`src/mipsPkg.sv`:
```
`default_nettype none

package mipsPkg;

    typedef logic [31:0] word_t;    // data or address word
    typedef logic [4:0]  regAddr_t; // register number
    typedef logic [4:0]  shamt_t;   // shift amount

    typedef enum logic [3:0] {
        ALU_ADD,
        ALU_SUB,
        ALU_AND,
        ALU_OR,
        ALU_XOR,
        ALU_NOR,
        ALU_SLT,
        ALU_SLTU,
        ALU_SLL,
        ALU_SRL,
        ALU_SRA,
        ALU_LUI
    } aluOp_e;

    typedef enum logic [1:0] {
        FWD_RF,  // value read in decode
        FWD_MEM, // result of the memory stage
        FWD_WB   // result held in write-back
    } fwdSel_e;

    // control fields; dest travels with them so the $0 check stays in the decoder
    typedef struct packed {
        aluOp_e   aluOp;
        regAddr_t dest;
        logic     useImm;       // immediate as operand b
        logic     regWrite;
        logic     memRead;
        logic     memWrite;
        logic     isBranch;
        logic     branchNe;     // bne instead of beq
        logic     isJump;       // j and jal
        logic     isJr;
        logic     link;         // pc+8 to the destination
        logic     shiftByShamt;
    } ctrl_t;

    typedef struct packed {
        ctrl_t    ctrl;
        word_t    pc;
        regAddr_t rs;
        regAddr_t rt;
        word_t    rsVal;
        word_t    rtVal;
        word_t    imm;
        shamt_t   shamt;
    } deReg_t;

    typedef struct packed {
        ctrl_t ctrl;
        word_t pc;
        word_t aluResult;
        word_t storeData;
    } emReg_t;

    typedef struct packed {
        logic     regWrite;
        word_t    pc;
        regAddr_t dest;
        word_t    result;
    } mwReg_t;

    typedef struct packed {
        word_t    pc;
        logic     wen;
        regAddr_t wnum;
        word_t    wdata;
    } wbTrace_t;

    localparam word_t    RESET_PC = 32'hbfc0_0000;
    localparam regAddr_t RA_REG   = 5'd31;

    localparam logic [5:0] OP_SPECIAL = 6'h00;
    localparam logic [5:0] OP_J       = 6'h02;
    localparam logic [5:0] OP_JAL     = 6'h03;
    localparam logic [5:0] OP_BEQ     = 6'h04;
    localparam logic [5:0] OP_BNE     = 6'h05;
    localparam logic [5:0] OP_ADDIU   = 6'h09;
    localparam logic [5:0] OP_SLTI    = 6'h0a;
    localparam logic [5:0] OP_ANDI    = 6'h0c;
    localparam logic [5:0] OP_ORI     = 6'h0d;
    localparam logic [5:0] OP_XORI    = 6'h0e;
    localparam logic [5:0] OP_LUI     = 6'h0f;
    localparam logic [5:0] OP_LW      = 6'h23;
    localparam logic [5:0] OP_SW      = 6'h2b;

    localparam logic [5:0] FN_SLL  = 6'h00;
    localparam logic [5:0] FN_SRL  = 6'h02;
    localparam logic [5:0] FN_SRA  = 6'h03;
    localparam logic [5:0] FN_JR   = 6'h08;
    localparam logic [5:0] FN_ADDU = 6'h21;
    localparam logic [5:0] FN_SUBU = 6'h23;
    localparam logic [5:0] FN_AND  = 6'h24;
    localparam logic [5:0] FN_OR   = 6'h25;
    localparam logic [5:0] FN_XOR  = 6'h26;
    localparam logic [5:0] FN_NOR  = 6'h27;
    localparam logic [5:0] FN_SLT  = 6'h2a;
    localparam logic [5:0] FN_SLTU = 6'h2b;

endpackage

`default_nettype wire

```
`src/alu.sv`:
```
`timescale 1ns/10ps
`default_nettype none

module alu (
    input  wire mipsPkg::aluOp_e op_i,
    input  wire mipsPkg::word_t  a_i,
    input  wire mipsPkg::word_t  b_i,
    input  wire mipsPkg::shamt_t shamt_i,
    output mipsPkg::word_t       result_o,
    output logic                 equal_o
);
    import mipsPkg::*;

    always_comb begin
        case (op_i)
            ALU_ADD:  result_o = a_i + b_i; // wraps, no overflow trap
            ALU_SUB:  result_o = a_i - b_i;
            ALU_AND:  result_o = a_i & b_i;
            ALU_OR:   result_o = a_i | b_i;
            ALU_XOR:  result_o = a_i ^ b_i;
            ALU_NOR:  result_o = ~(a_i | b_i);
            ALU_SLT:  result_o = {31'b0, $signed(a_i) < $signed(b_i)};
            ALU_SLTU: result_o = {31'b0, a_i < b_i};
            ALU_SLL:  result_o = b_i << shamt_i; // shifts act on rt
            ALU_SRL:  result_o = b_i >> shamt_i;
            ALU_SRA:  result_o = word_t'($signed(b_i) >>> shamt_i);
            ALU_LUI:  result_o = {b_i[15:0], 16'b0};
            default:  result_o = a_i + b_i;
        endcase
    end

    // beq and bne compare rs with rt
    assign equal_o = (a_i == b_i);

endmodule

`default_nettype wire

```
`src/hazardUnit.sv`:
```
`timescale 1ns/10ps
`default_nettype none

module hazardUnit (
    input  wire mipsPkg::regAddr_t rsE_i,
    input  wire mipsPkg::regAddr_t rtE_i,
    input  wire mipsPkg::regAddr_t rsD_i,
    input  wire mipsPkg::regAddr_t rtD_i,
    input  wire mipsPkg::regAddr_t destM_i,
    input  wire mipsPkg::regAddr_t destW_i,
    input  wire                    regWriteM_i,
    input  wire                    regWriteW_i,
    input  wire                    memReadE_i,
    input  wire mipsPkg::regAddr_t destE_i,
    input  wire                    redirectE_i,
    output mipsPkg::fwdSel_e       fwdA_o,
    output mipsPkg::fwdSel_e       fwdB_o,
    output logic                   stall_o,
    output logic                   flushF_o
);
    import mipsPkg::*;

    // memory stage is younger, so it wins over write-back
    function automatic fwdSel_e pickSource(input regAddr_t src);
        fwdSel_e sel;
        sel = FWD_RF;
        if (src != '0) begin
            if (regWriteM_i && destM_i == src) begin
                sel = FWD_MEM;
            end else if (regWriteW_i && destW_i == src) begin
                sel = FWD_WB;
            end
        end
        return sel;
    endfunction

    always_comb begin
        fwdA_o = pickSource(rsE_i);
        fwdB_o = pickSource(rtE_i);
    end

    // load data only exists in memory, one bubble needed
    assign stall_o = memReadE_i && destE_i != '0 && (destE_i == rsD_i || destE_i == rtD_i);

    assign flushF_o = redirectE_i; // delay slot in decode survives

endmodule

`default_nettype wire

```
`src/instrDecoder.sv`:
```
`timescale 1ns/10ps
`default_nettype none

module instrDecoder (
    input  wire mipsPkg::word_t instr_i,
    output mipsPkg::ctrl_t      ctrl_o,
    output mipsPkg::word_t      imm_o
);
    import mipsPkg::*;

    logic [5:0] opcode;
    logic [5:0] funct;
    regAddr_t   rt;
    regAddr_t   rd;
    logic       zeroExt;
    ctrl_t      ctrl;

    assign opcode = instr_i[31:26];
    assign funct  = instr_i[5:0];
    assign rt     = instr_i[20:16];
    assign rd     = instr_i[15:11];

    always_comb begin
        ctrl       = '0;
        ctrl.aluOp = ALU_ADD;
        ctrl.dest  = rt; // i-type default
        zeroExt    = 1'b0;
        case (opcode)
            OP_SPECIAL: begin
                ctrl.dest     = rd;
                ctrl.regWrite = 1'b1;
                case (funct)
                    FN_ADDU: ctrl.aluOp = ALU_ADD;
                    FN_SUBU: ctrl.aluOp = ALU_SUB;
                    FN_AND:  ctrl.aluOp = ALU_AND;
                    FN_OR:   ctrl.aluOp = ALU_OR;
                    FN_XOR:  ctrl.aluOp = ALU_XOR;
                    FN_NOR:  ctrl.aluOp = ALU_NOR;
                    FN_SLT:  ctrl.aluOp = ALU_SLT;
                    FN_SLTU: ctrl.aluOp = ALU_SLTU;
                    FN_SLL, FN_SRL, FN_SRA: begin
                        ctrl.aluOp        = (funct == FN_SLL) ? ALU_SLL :
                                            (funct == FN_SRL) ? ALU_SRL : ALU_SRA;
                        ctrl.shiftByShamt = 1'b1;
                    end
                    FN_JR: begin
                        ctrl.isJr     = 1'b1;
                        ctrl.regWrite = 1'b0;
                    end
                    default: ctrl.regWrite = 1'b0; // unknown funct runs as nop
                endcase
            end
            OP_ADDIU, OP_SLTI, OP_ANDI, OP_ORI, OP_XORI, OP_LUI: begin
                ctrl.useImm   = 1'b1;
                ctrl.regWrite = 1'b1;
                zeroExt       = opcode inside {OP_ANDI, OP_ORI, OP_XORI};
                case (opcode)
                    OP_SLTI: ctrl.aluOp = ALU_SLT;
                    OP_ANDI: ctrl.aluOp = ALU_AND;
                    OP_ORI:  ctrl.aluOp = ALU_OR;
                    OP_XORI: ctrl.aluOp = ALU_XOR;
                    OP_LUI:  ctrl.aluOp = ALU_LUI;
                    default: ctrl.aluOp = ALU_ADD;
                endcase
            end
            OP_LW: begin
                ctrl.useImm   = 1'b1;
                ctrl.regWrite = 1'b1;
                ctrl.memRead  = 1'b1;
            end
            OP_SW: begin
                ctrl.useImm   = 1'b1;
                ctrl.memWrite = 1'b1;
            end
            OP_BEQ, OP_BNE: begin
                ctrl.aluOp    = ALU_SUB;
                ctrl.isBranch = 1'b1;
                ctrl.branchNe = (opcode == OP_BNE);
            end
            OP_J, OP_JAL: begin
                ctrl.isJump   = 1'b1;
                ctrl.link     = (opcode == OP_JAL);
                ctrl.regWrite = (opcode == OP_JAL);
                ctrl.dest     = RA_REG;
            end
            default: ; // anything else is a nop
        endcase
        if (ctrl.dest == '0) begin
            ctrl.regWrite = 1'b0; // $0 is never written
        end
    end

    assign ctrl_o = ctrl;

    // j and jal carry the 26-bit index in the immediate
    assign imm_o = (opcode == OP_J || opcode == OP_JAL) ? {6'b0, instr_i[25:0]} :
                   zeroExt ? {16'b0, instr_i[15:0]} :
                   {{16{instr_i[15]}}, instr_i[15:0]};

endmodule

`default_nettype wire

```
`src/mipsCore.sv`:
```
`timescale 1ns/10ps
`default_nettype none

module mipsCore (
    input  wire                 clk,
    input  wire                 reset_i,
    output mipsPkg::word_t      instrAddr_o,
    output logic                instrEn_o,
    input  wire mipsPkg::word_t instr_i,
    output logic                memEn_o,
    output logic                memWe_o,
    output mipsPkg::word_t      memAddr_o,
    output mipsPkg::word_t      memWdata_o,
    input  wire mipsPkg::word_t memRdata_i,
    output mipsPkg::wbTrace_t   trace_o
);
    import mipsPkg::*;

    word_t   pcF;
    logic    stall;
    logic    flushF;
    logic    redirectE;
    word_t   redirectTarget;

    word_t   pcD;
    word_t   instrD;
    ctrl_t   ctrlD;
    word_t   immD;
    word_t   rsValD;
    word_t   rtValD;
    deReg_t  deReg;

    fwdSel_e fwdA;
    fwdSel_e fwdB;
    word_t   srcA;
    word_t   rtFwd;
    word_t   srcB;
    shamt_t  shamtE;
    word_t   aluResult;
    logic    equalE;
    word_t   pcPlus4E;
    word_t   branchTarget;
    word_t   jumpTarget;

    emReg_t  emReg;
    word_t   resultM;
    mwReg_t  mwReg;

    function automatic word_t fwdMux(input fwdSel_e sel, input word_t rfVal,
                                     input word_t memVal, input word_t wbVal);
        word_t val;
        case (sel)
            FWD_MEM: val = memVal;
            FWD_WB:  val = wbVal;
            default: val = rfVal;
        endcase
        return val;
    endfunction

    // fetch
    always_ff @(posedge clk) begin
        if (reset_i) begin
            pcF <= RESET_PC;
        end else if (redirectE) begin
            pcF <= redirectTarget;
        end else if (!stall) begin
            pcF <= pcF + 32'd4;
        end
    end

    assign instrAddr_o = pcF;
    assign instrEn_o   = ~reset_i;

    always_ff @(posedge clk) begin
        if (reset_i || flushF) begin
            instrD <= '0; // all-zero word is a nop
        end else if (!stall) begin
            instrD <= instr_i;
        end
    end

    always_ff @(posedge clk) begin
        if (!stall) begin
            pcD <= pcF;
        end
    end

    // decode
    instrDecoder uDecoder (
        .instr_i (instrD),
        .ctrl_o  (ctrlD),
        .imm_o   (immD)
    );

    regFile uRegFile (
        .clk      (clk),
        .reset_i  (reset_i),
        .we_i     (mwReg.regWrite),
        .waddr_i  (mwReg.dest),
        .wdata_i  (mwReg.result),
        .raddrA_i (instrD[25:21]),
        .raddrB_i (instrD[20:16]),
        .rdataA_o (rsValD),
        .rdataB_o (rtValD)
    );

    always_ff @(posedge clk) begin
        deReg <= '{ctrl: ctrlD, pc: pcD, rs: instrD[25:21], rt: instrD[20:16],
                   rsVal: rsValD, rtVal: rtValD, imm: immD, shamt: instrD[10:6]};
        if (reset_i || stall) begin
            deReg.ctrl <= '0; // bubble into execute
        end
    end

    // execute
    assign srcA   = fwdMux(fwdA, deReg.rsVal, resultM, mwReg.result);
    assign rtFwd  = fwdMux(fwdB, deReg.rtVal, resultM, mwReg.result);
    assign srcB   = deReg.ctrl.useImm ? deReg.imm : rtFwd;
    assign shamtE = deReg.ctrl.shiftByShamt ? deReg.shamt : srcA[4:0];

    alu uAlu (
        .op_i     (deReg.ctrl.aluOp),
        .a_i      (srcA),
        .b_i      (srcB),
        .shamt_i  (shamtE),
        .result_o (aluResult),
        .equal_o  (equalE)
    );

    assign pcPlus4E     = deReg.pc + 32'd4;
    assign branchTarget = pcPlus4E + {deReg.imm[29:0], 2'b00};
    assign jumpTarget   = {pcPlus4E[31:28], deReg.imm[25:0], 2'b00};
    assign redirectE    = (deReg.ctrl.isBranch && (equalE ^ deReg.ctrl.branchNe))
                        || deReg.ctrl.isJump || deReg.ctrl.isJr;
    assign redirectTarget = deReg.ctrl.isJr   ? srcA :       // forwarded rs
                            deReg.ctrl.isJump ? jumpTarget : branchTarget;

    hazardUnit uHazard (
        .rsE_i       (deReg.rs),
        .rtE_i       (deReg.rt),
        .rsD_i       (instrD[25:21]),
        .rtD_i       (instrD[20:16]),
        .destM_i     (emReg.ctrl.dest),
        .destW_i     (mwReg.dest),
        .regWriteM_i (emReg.ctrl.regWrite),
        .regWriteW_i (mwReg.regWrite),
        .memReadE_i  (deReg.ctrl.memRead),
        .destE_i     (deReg.ctrl.dest),
        .redirectE_i (redirectE),
        .fwdA_o      (fwdA),
        .fwdB_o      (fwdB),
        .stall_o     (stall),
        .flushF_o    (flushF)
    );

    always_ff @(posedge clk) begin
        emReg <= '{ctrl: deReg.ctrl, pc: deReg.pc, aluResult: aluResult, storeData: rtFwd};
        if (reset_i) begin
            emReg.ctrl <= '0;
        end
    end

    // memory
    assign memEn_o    = emReg.ctrl.memRead | emReg.ctrl.memWrite;
    assign memWe_o    = emReg.ctrl.memWrite;
    assign memAddr_o  = emReg.aluResult;
    assign memWdata_o = emReg.storeData;

    assign resultM = emReg.ctrl.memRead ? memRdata_i :
                     emReg.ctrl.link    ? emReg.pc + 32'd8 : emReg.aluResult;

    always_ff @(posedge clk) begin
        mwReg <= '{regWrite: emReg.ctrl.regWrite, pc: emReg.pc,
                   dest: emReg.ctrl.dest, result: resultM};
        if (reset_i) begin
            mwReg.regWrite <= 1'b0;
        end
    end

    // write-back trace
    assign trace_o = '{pc: mwReg.pc, wen: mwReg.regWrite, wnum: mwReg.dest,
                       wdata: mwReg.result};

endmodule

`default_nettype wire

```
`src/regFile.sv`:
```
`timescale 1ns/10ps
`default_nettype none

module regFile (
    input  wire                    clk,
    input  wire                    reset_i,
    input  wire                    we_i,
    input  wire mipsPkg::regAddr_t waddr_i,
    input  wire mipsPkg::word_t    wdata_i,
    input  wire mipsPkg::regAddr_t raddrA_i,
    input  wire mipsPkg::regAddr_t raddrB_i,
    output mipsPkg::word_t         rdataA_o,
    output mipsPkg::word_t         rdataB_o
);
    import mipsPkg::*;

    word_t regs [32];

    always_ff @(posedge clk) begin
        if (reset_i) begin
            for (int i = 0; i < 32; i++) begin
                regs[i] <= '0;
            end
        end else if (we_i && waddr_i != '0) begin
            regs[waddr_i] <= wdata_i;
        end
    end

    // same-cycle write shows through to decode
    function automatic word_t readPort(input regAddr_t addr);
        word_t val;
        if (addr == '0) begin
            val = '0;
        end else if (we_i && addr == waddr_i) begin
            val = wdata_i;
        end else begin
            val = regs[addr];
        end
        return val;
    endfunction

    always_comb begin
        rdataA_o = readPort(raddrA_i);
        rdataB_o = readPort(raddrB_i);
    end

endmodule

`default_nettype wire

```
`config.mk`:
```
export PLATFORM = sky130hd
export DESIGN_NAME = mipsCore
export DESIGN_NICKNAME = d
export VERILOG_FILES = /design/src/mipsPkg.sv /design/src/alu.sv /design/src/hazardUnit.sv /design/src/instrDecoder.sv /design/src/mipsCore.sv /design/src/regFile.sv
export SDC_FILE = /design/constraint.sdc
export NUM_CORES = 2
export LEC_CHECK = 0
export ABC_CLOCK_PERIOD_IN_PS = 5600
export BUFFER_PORTS_ARGS = -buffer_cell sky130_fd_sc_hd__buf_4
export CAP_MARGIN = 25
export CORE_ASPECT_RATIO = 2
export CORE_MARGIN = 10
export CORE_UTILIZATION = 55
export CTS_CLUSTER_DIAMETER = 100
export DETAILED_ROUTE_END_ITERATION = 8
export GPL_TIMING_DRIVEN = 0
export PLACE_DENSITY = 0.77
export SLEW_MARGIN = 10
export SYNTH_ARGS = -nofsm -noshare
export SYNTH_HDL_FRONTEND = slang
export SYNTH_SLANG_ARGS = --single-unit
```
`constraint.sdc`:
```
create_clock -name clk -period 5.6 [get_ports clk]
set_input_delay 1.68 -clock clk [delete_from_list [all_inputs] [get_ports clk]]
set_output_delay 1.68 -clock clk [all_outputs]
set_load 0.005 [all_outputs]
```
==> results of run 1 <==
[layer usage]
metal	GRT usage, %	overflow
met1	55.27	2
met2	84.68	154
met3	35.34	5
met4	65.11	166
met5	8.331	2
[kinds of logic after synthesis]
| logic type | Yosys count | synth area share, % |
|---|---|---|
| buf+inv | 863 | 4.292 |
| simple gates | 2105 | 13.46 |
| other cells | 1 | 0.004539 |
| xor+xnor | 134 | 1.420 |
| flops | 1457 | 48.10 |
| compound gates | 1257 | 10.68 |
| mux | 840 | 19.99 |
| fa+ha+maj | 134 | 2.053 |
[cell usage after synthesis (52+ instances only)]
cell type  instances  share of area, %
a211oi_1         137               1.2
a21oi_1          211               1.3
and2_1           687               5.2
buf_1             90              0.41
buf_4             68              0.62
clkbuf_1         524               2.4
dfxtp_1          401               9.7
edfxtp_1        1056                38
ha_1             130               2.0
inv_1            156              0.71
mux2i_1          174               2.1
mux4_2           644                18
nand2_1          231               1.0
nand2b_1          52              0.39
nand3_1           98              0.59
nor2_1           391               1.8
nor3_1           427               2.6
o211ai_1          78              0.71
o21ai_0          260               1.6
xnor2_1           74              0.78
xor2_1            60              0.64
[repair_timing]
item	CTS
setup endpoints to repair	106
setup buffers	162
pin swaps	128
gates resized for setup	553
gates cloned	1
[metrics by stage]
stage / hold WS [ns] / std cells / setup slack, ns / util (%)
2_1_floorplan: 0.3233 / 6822 / -0.03087 / -
3_3_place_gp: 0.3240 / 8984 / -5.527 / 58.11
3_5_place_dp: 0.3269 / 9112 / -3.333 / 59.69
4_1_cts: 0.3228 / 9494 / -0.2696 / 65.07
==> impl_metrics.ini, run 1 <==
[global_routing]
grt_pass1_wl_um = 698700
grt_overflow_total = 329
grt_usage_pct = 59.54
grt_max_degree = 33
grt_pass1_vias = 82000

[synth]
synth_edf_count = 1056
postSynthCellCount = 6791
netlist_area_mm2 = 0.08262
ys_ff_latch = 1457
avgSynthCellArea_um2 = 12.17
yosysWarnings = 0
async_flop_share_pct = 0
ys.flop_type = edfxtp_1
yosysSeqAreaShare_pct = 48.10
synth_cell_types = 114

[placement]
place_area_mm2 = 0.08931
io_buffers = 234
gp_congestion = 1.123
dp_hpwl_um = 335400

[floorplanning]
boundaryPins = 235
std_cell_rows = 201
initial_utilization_pct = 55.21
die_w_um = 294.1
die_y_um = 568.1

[outcome]
stop_error = [ERROR GRT-0116] Global routing finished with congestion. Check the congestion regions in the DRC Viewer.
status = stopped before the end
failed_stage = global routing (5_1_grt)

[clock_network]
cts-htree-levels = 4
cts-root-buf = clkbuf_16
cts_buffer_depth = 4
numCtsBuffers = 138
cts.hold.buffers_added = 0
clkSinkCount = 1457
==> run 2: changes to the inputs <==
ABC_CLOCK_PERIOD_IN_PS = 7300   (was 5600)
CORE_ASPECT_RATIO = default   (was 2)
CORE_UTILIZATION = 40   (was 55)
CTS_CLUSTER_DIAMETER = default   (was 100)
PLACE_DENSITY = default   (was 0.77)
PLACE_DENSITY_LB_ADDON = 0.15   (was default)
clock period = 7.3 ns   (was 5.6 ns; I/O delays follow)
==> run 2 against run 1 <==
The run now ends clean. Synthesized cell count unchanged. Synthesized area unchanged.
==> impl_metrics.ini, run 2 <==
[outcome]
status = finished, final reports clean

[placement]
place_area_mm2 = 0.09000
gp_congestion = 1.041
dp_hpwl_um = 315300
io_buffers = 234

[worst_setup_path]
worst_r2r_endpoint = memAddr_o[31]
r2r-start = emReg[97]
worstSetupStartpointType = register
crit_fanout = 10
critPathKind = register to register
cp-startpoint = emReg[97]
rrSetupSlack_ns = 0.007
crit_required_ns = 8.05
endpoint_kind = register
reg2regPathDepth = 20
cp.arrival_ns = 8.04

[worst_hold_path]
min_to = deReg[138]
hold-path-cell-count = 0
hold_start = pcD[27]
hp-class = register to register

[cells_and_area]
largest-register = uRegFile.regs
final_common_cell = edfxtp_1
fin_nets = 7567
final_cell_mix = 1,056 x edfxtp_1, 686 x and2_1, 644 x mux4_2
seqCellArea_mm2 = 0.03974
n_fill_cell = 18610
syn_to_final_growth_pct = 16.29
drive_gt1_share_pct = 21.34
largest_reg_flops = 1024
final_util_pct = 46.87
final_cell_area_mm2 = 0.09608
multi_input_area_mm2 = 0.04033

[power_and_ir_drop]
pwr-share-clk_pct = 30.6
pwr-share-comb_pct = 30.7
internal_power_mw = 16.54
p_seq_share_pct = 38.6
power-per-cell-area_mw_per_mm2 = 279.1
vdd_drop_max_uv = 268.2
power_switching_mw = 10.28
switching_share_pct = 38.32
p_leak_nw = 34.14

[detailed_routing]
first_iter_violations = 8459
wl_per_cell_um = 37.46
drtAntennaViolNets = 0
totalWireLength_um = 382200
drc = 0
vias = 64770
first_pass_iters = 8
vias_per_cell = 6.348

[clock_network]
clk_latency_ns = 0.85
cts-htree-levels = 4
cts.clk_slew.worst_paths_ns = 0.06
tritoncts = yes
cts_buffer_depth = 3
cts.hold.buffers_added = 0
numCtsBuffers = 163
clkSinkCount = 1457
cts-root-buf = clkbuf_16

[global_routing]
busiest_layer = met2
antenna_found_initial = 25
grtUsageMet3_pct = 6.386
gr-usage-met2_pct = 54.33
use_met1_pct = 40.59
grt_overflow_total = 0
grt_pass1_wl_um = 518700
grt_pass1_vias = 63710
grt_usage_pct = 33.01
grt_max_degree = 34

[run]
max_cap_viol_count = 0

[synth]
yosys.area.top_type = edfxtp_1
netlist_area_mm2 = 0.08262
yosysWarnings = 0
async_flop_share_pct = 0
yosysSeqAreaShare_pct = 48.10
avgSynthCellArea_um2 = 12.17
synthMostInstantiatedCell = edfxtp_1
synth_edf_count = 1056
ys_top_cells_by_area = edfxtp_1 38%, mux4_2 18%, dfxtp_1 9.7%, and2_1 5.2%, nor3_1 2.6%
yosys-top-cells-count = 1,056 x edfxtp_1, 687 x and2_1, 644 x mux4_2
postSynthCellCount = 6791
ys.flop_type = edfxtp_1
ys_ff_latch = 1457
synth_top_area_share_pct = 38.38
synth_cell_types = 114

[timing]
fmax_ghz = 0.1371
post-route-min-period_ns = 7.293
maxSlewHeadroom_pct = 16.17
setup_viol = 0
worst_pin_slew_ns = 1.257
finClkSkew_ns = 0.05126
period_share_pct = 99.90
hold_viol = 0
slew_viol_final = 0

[floorplanning]
initial_utilization_pct = 40.30
std_cell_rows = 166
dieArea_mm2 = 0.2251
core_mm2 = 0.2050
boundaryPins = 235
die_y_um = 474.5
die_w_um = 474.5
==> run 2: layer usage <==
metal | routed length (um) | vias to the layer above
met3 | 32570 | 836
met4 | 27150 | 22
met1 | 143200 | 33090
met2 | 179100 | 3538
met5 | 159 | -
li1 | - | 27290
==> run 2: kinds of logic (layout without fill, tap and decap cells) <==
logic type / after synthesis / count (layout) / share of synthesized area (%)
simple gates: 2105 / 2105 / 13.46
flops: 1457 / 1457 / 48.10
compound gates: 1257 / 1257 / 10.68
buf+inv: 863 / 1544 / 4.292
mux: 840 / 840 / 19.99
fa+ha+maj: 134 / 134 / 2.053
xor+xnor: 134 / 134 / 1.420
other cells: 1 / 44 / 0.004539
==> run 2: worst max-delay path by stage <==
stage / end / slack (ns) / depth (start not counted)
after floorplan: memAddr_o[31] / 0.94 / 17
after global placement: instrAddr_o[13] / -4.81 / 25
after detailed placement: memAddr_o[25] / -2.35 / 24
after CTS: instrAddr_o[30] / -0.001 / 28
after global routing: memAddr_o[31] / -0.005 / 25
final: memAddr_o[31] / 0.007 / 20
==> run 2: repair_timing <==
item / 4_1_cts / 5_1_grt
setup endpoints to repair: 106 / 90
pin swaps: 6 / 5
gates resized for setup: 101 / 50
buffers inserted: 10 / 6
==> run 2: final cells by class <==
type	instances	share of cell area, %
antenna	12	0.03125
buffer	698	3.143
clock buffer	214	4.618
clock inverter	86	0.8686
inverter	160	0.6250
multi-input combinational	4502	41.97
sequential	1457	41.36
tap	2688	3.500
timing repair buffer	386	3.881
==> run 2: worst max-delay path, cell delays in order (launching register included) <==
cell       delay [ns]
dfxtp_1          0.72
buf_2            0.39
nor2_1           0.14
clkbuf_1         0.34
a22oi_1          0.42
o21a_1           0.46
o221ai_4         0.31
o21ai_4          0.51
ha_1             0.39
or2_2            0.35
or4_4            0.51
o221ai_4         0.30
o2111ai_2        0.29
a211oi_2         0.29
buf_4            0.17
o21ai_0          0.17
a31oi_2          0.38
a311oi_1         0.18
or4_1            0.56
nand4_1          0.12
a32o_1           0.18
==> run 2: power groups by stage <==
stage                     clock, mW  combinational [mW]  sequential, mW
after floorplan                   0                3.92            9.87
after global placement            0                7.58            10.5
after detailed placement          0                7.80            10.5
after CTS                      8.28                7.94            10.3
after global routing           8.63                8.45            10.4
final                          8.22                8.24            10.4
==> run 2: through the flow <==
| step | setup TNS, ns | hold slack, ns | total power [mW] | cells | worst slack (ns) |
|---|---|---|---|---|---|
| after global routing | -0.005016 | 0.3442 | 27.44 | 10190 | -0.005016 |
| after floorplan | 0 | 0.3233 | 13.79 | 6822 | 0.9422 |
| after detailed placement | -164.66 | 0.3269 | 18.30 | 9866 | -2.345 |
| final | 0 | 0.3267 | 26.81 | 10200 | 0.007296 |
| after CTS | -0.001021 | 0.3398 | 26.55 | 10180 | -0.001021 |
| after global placement | -1732.02 | 0.3238 | 18.12 | 9744 | -4.811 |
(Power assumes the default switching activity.)
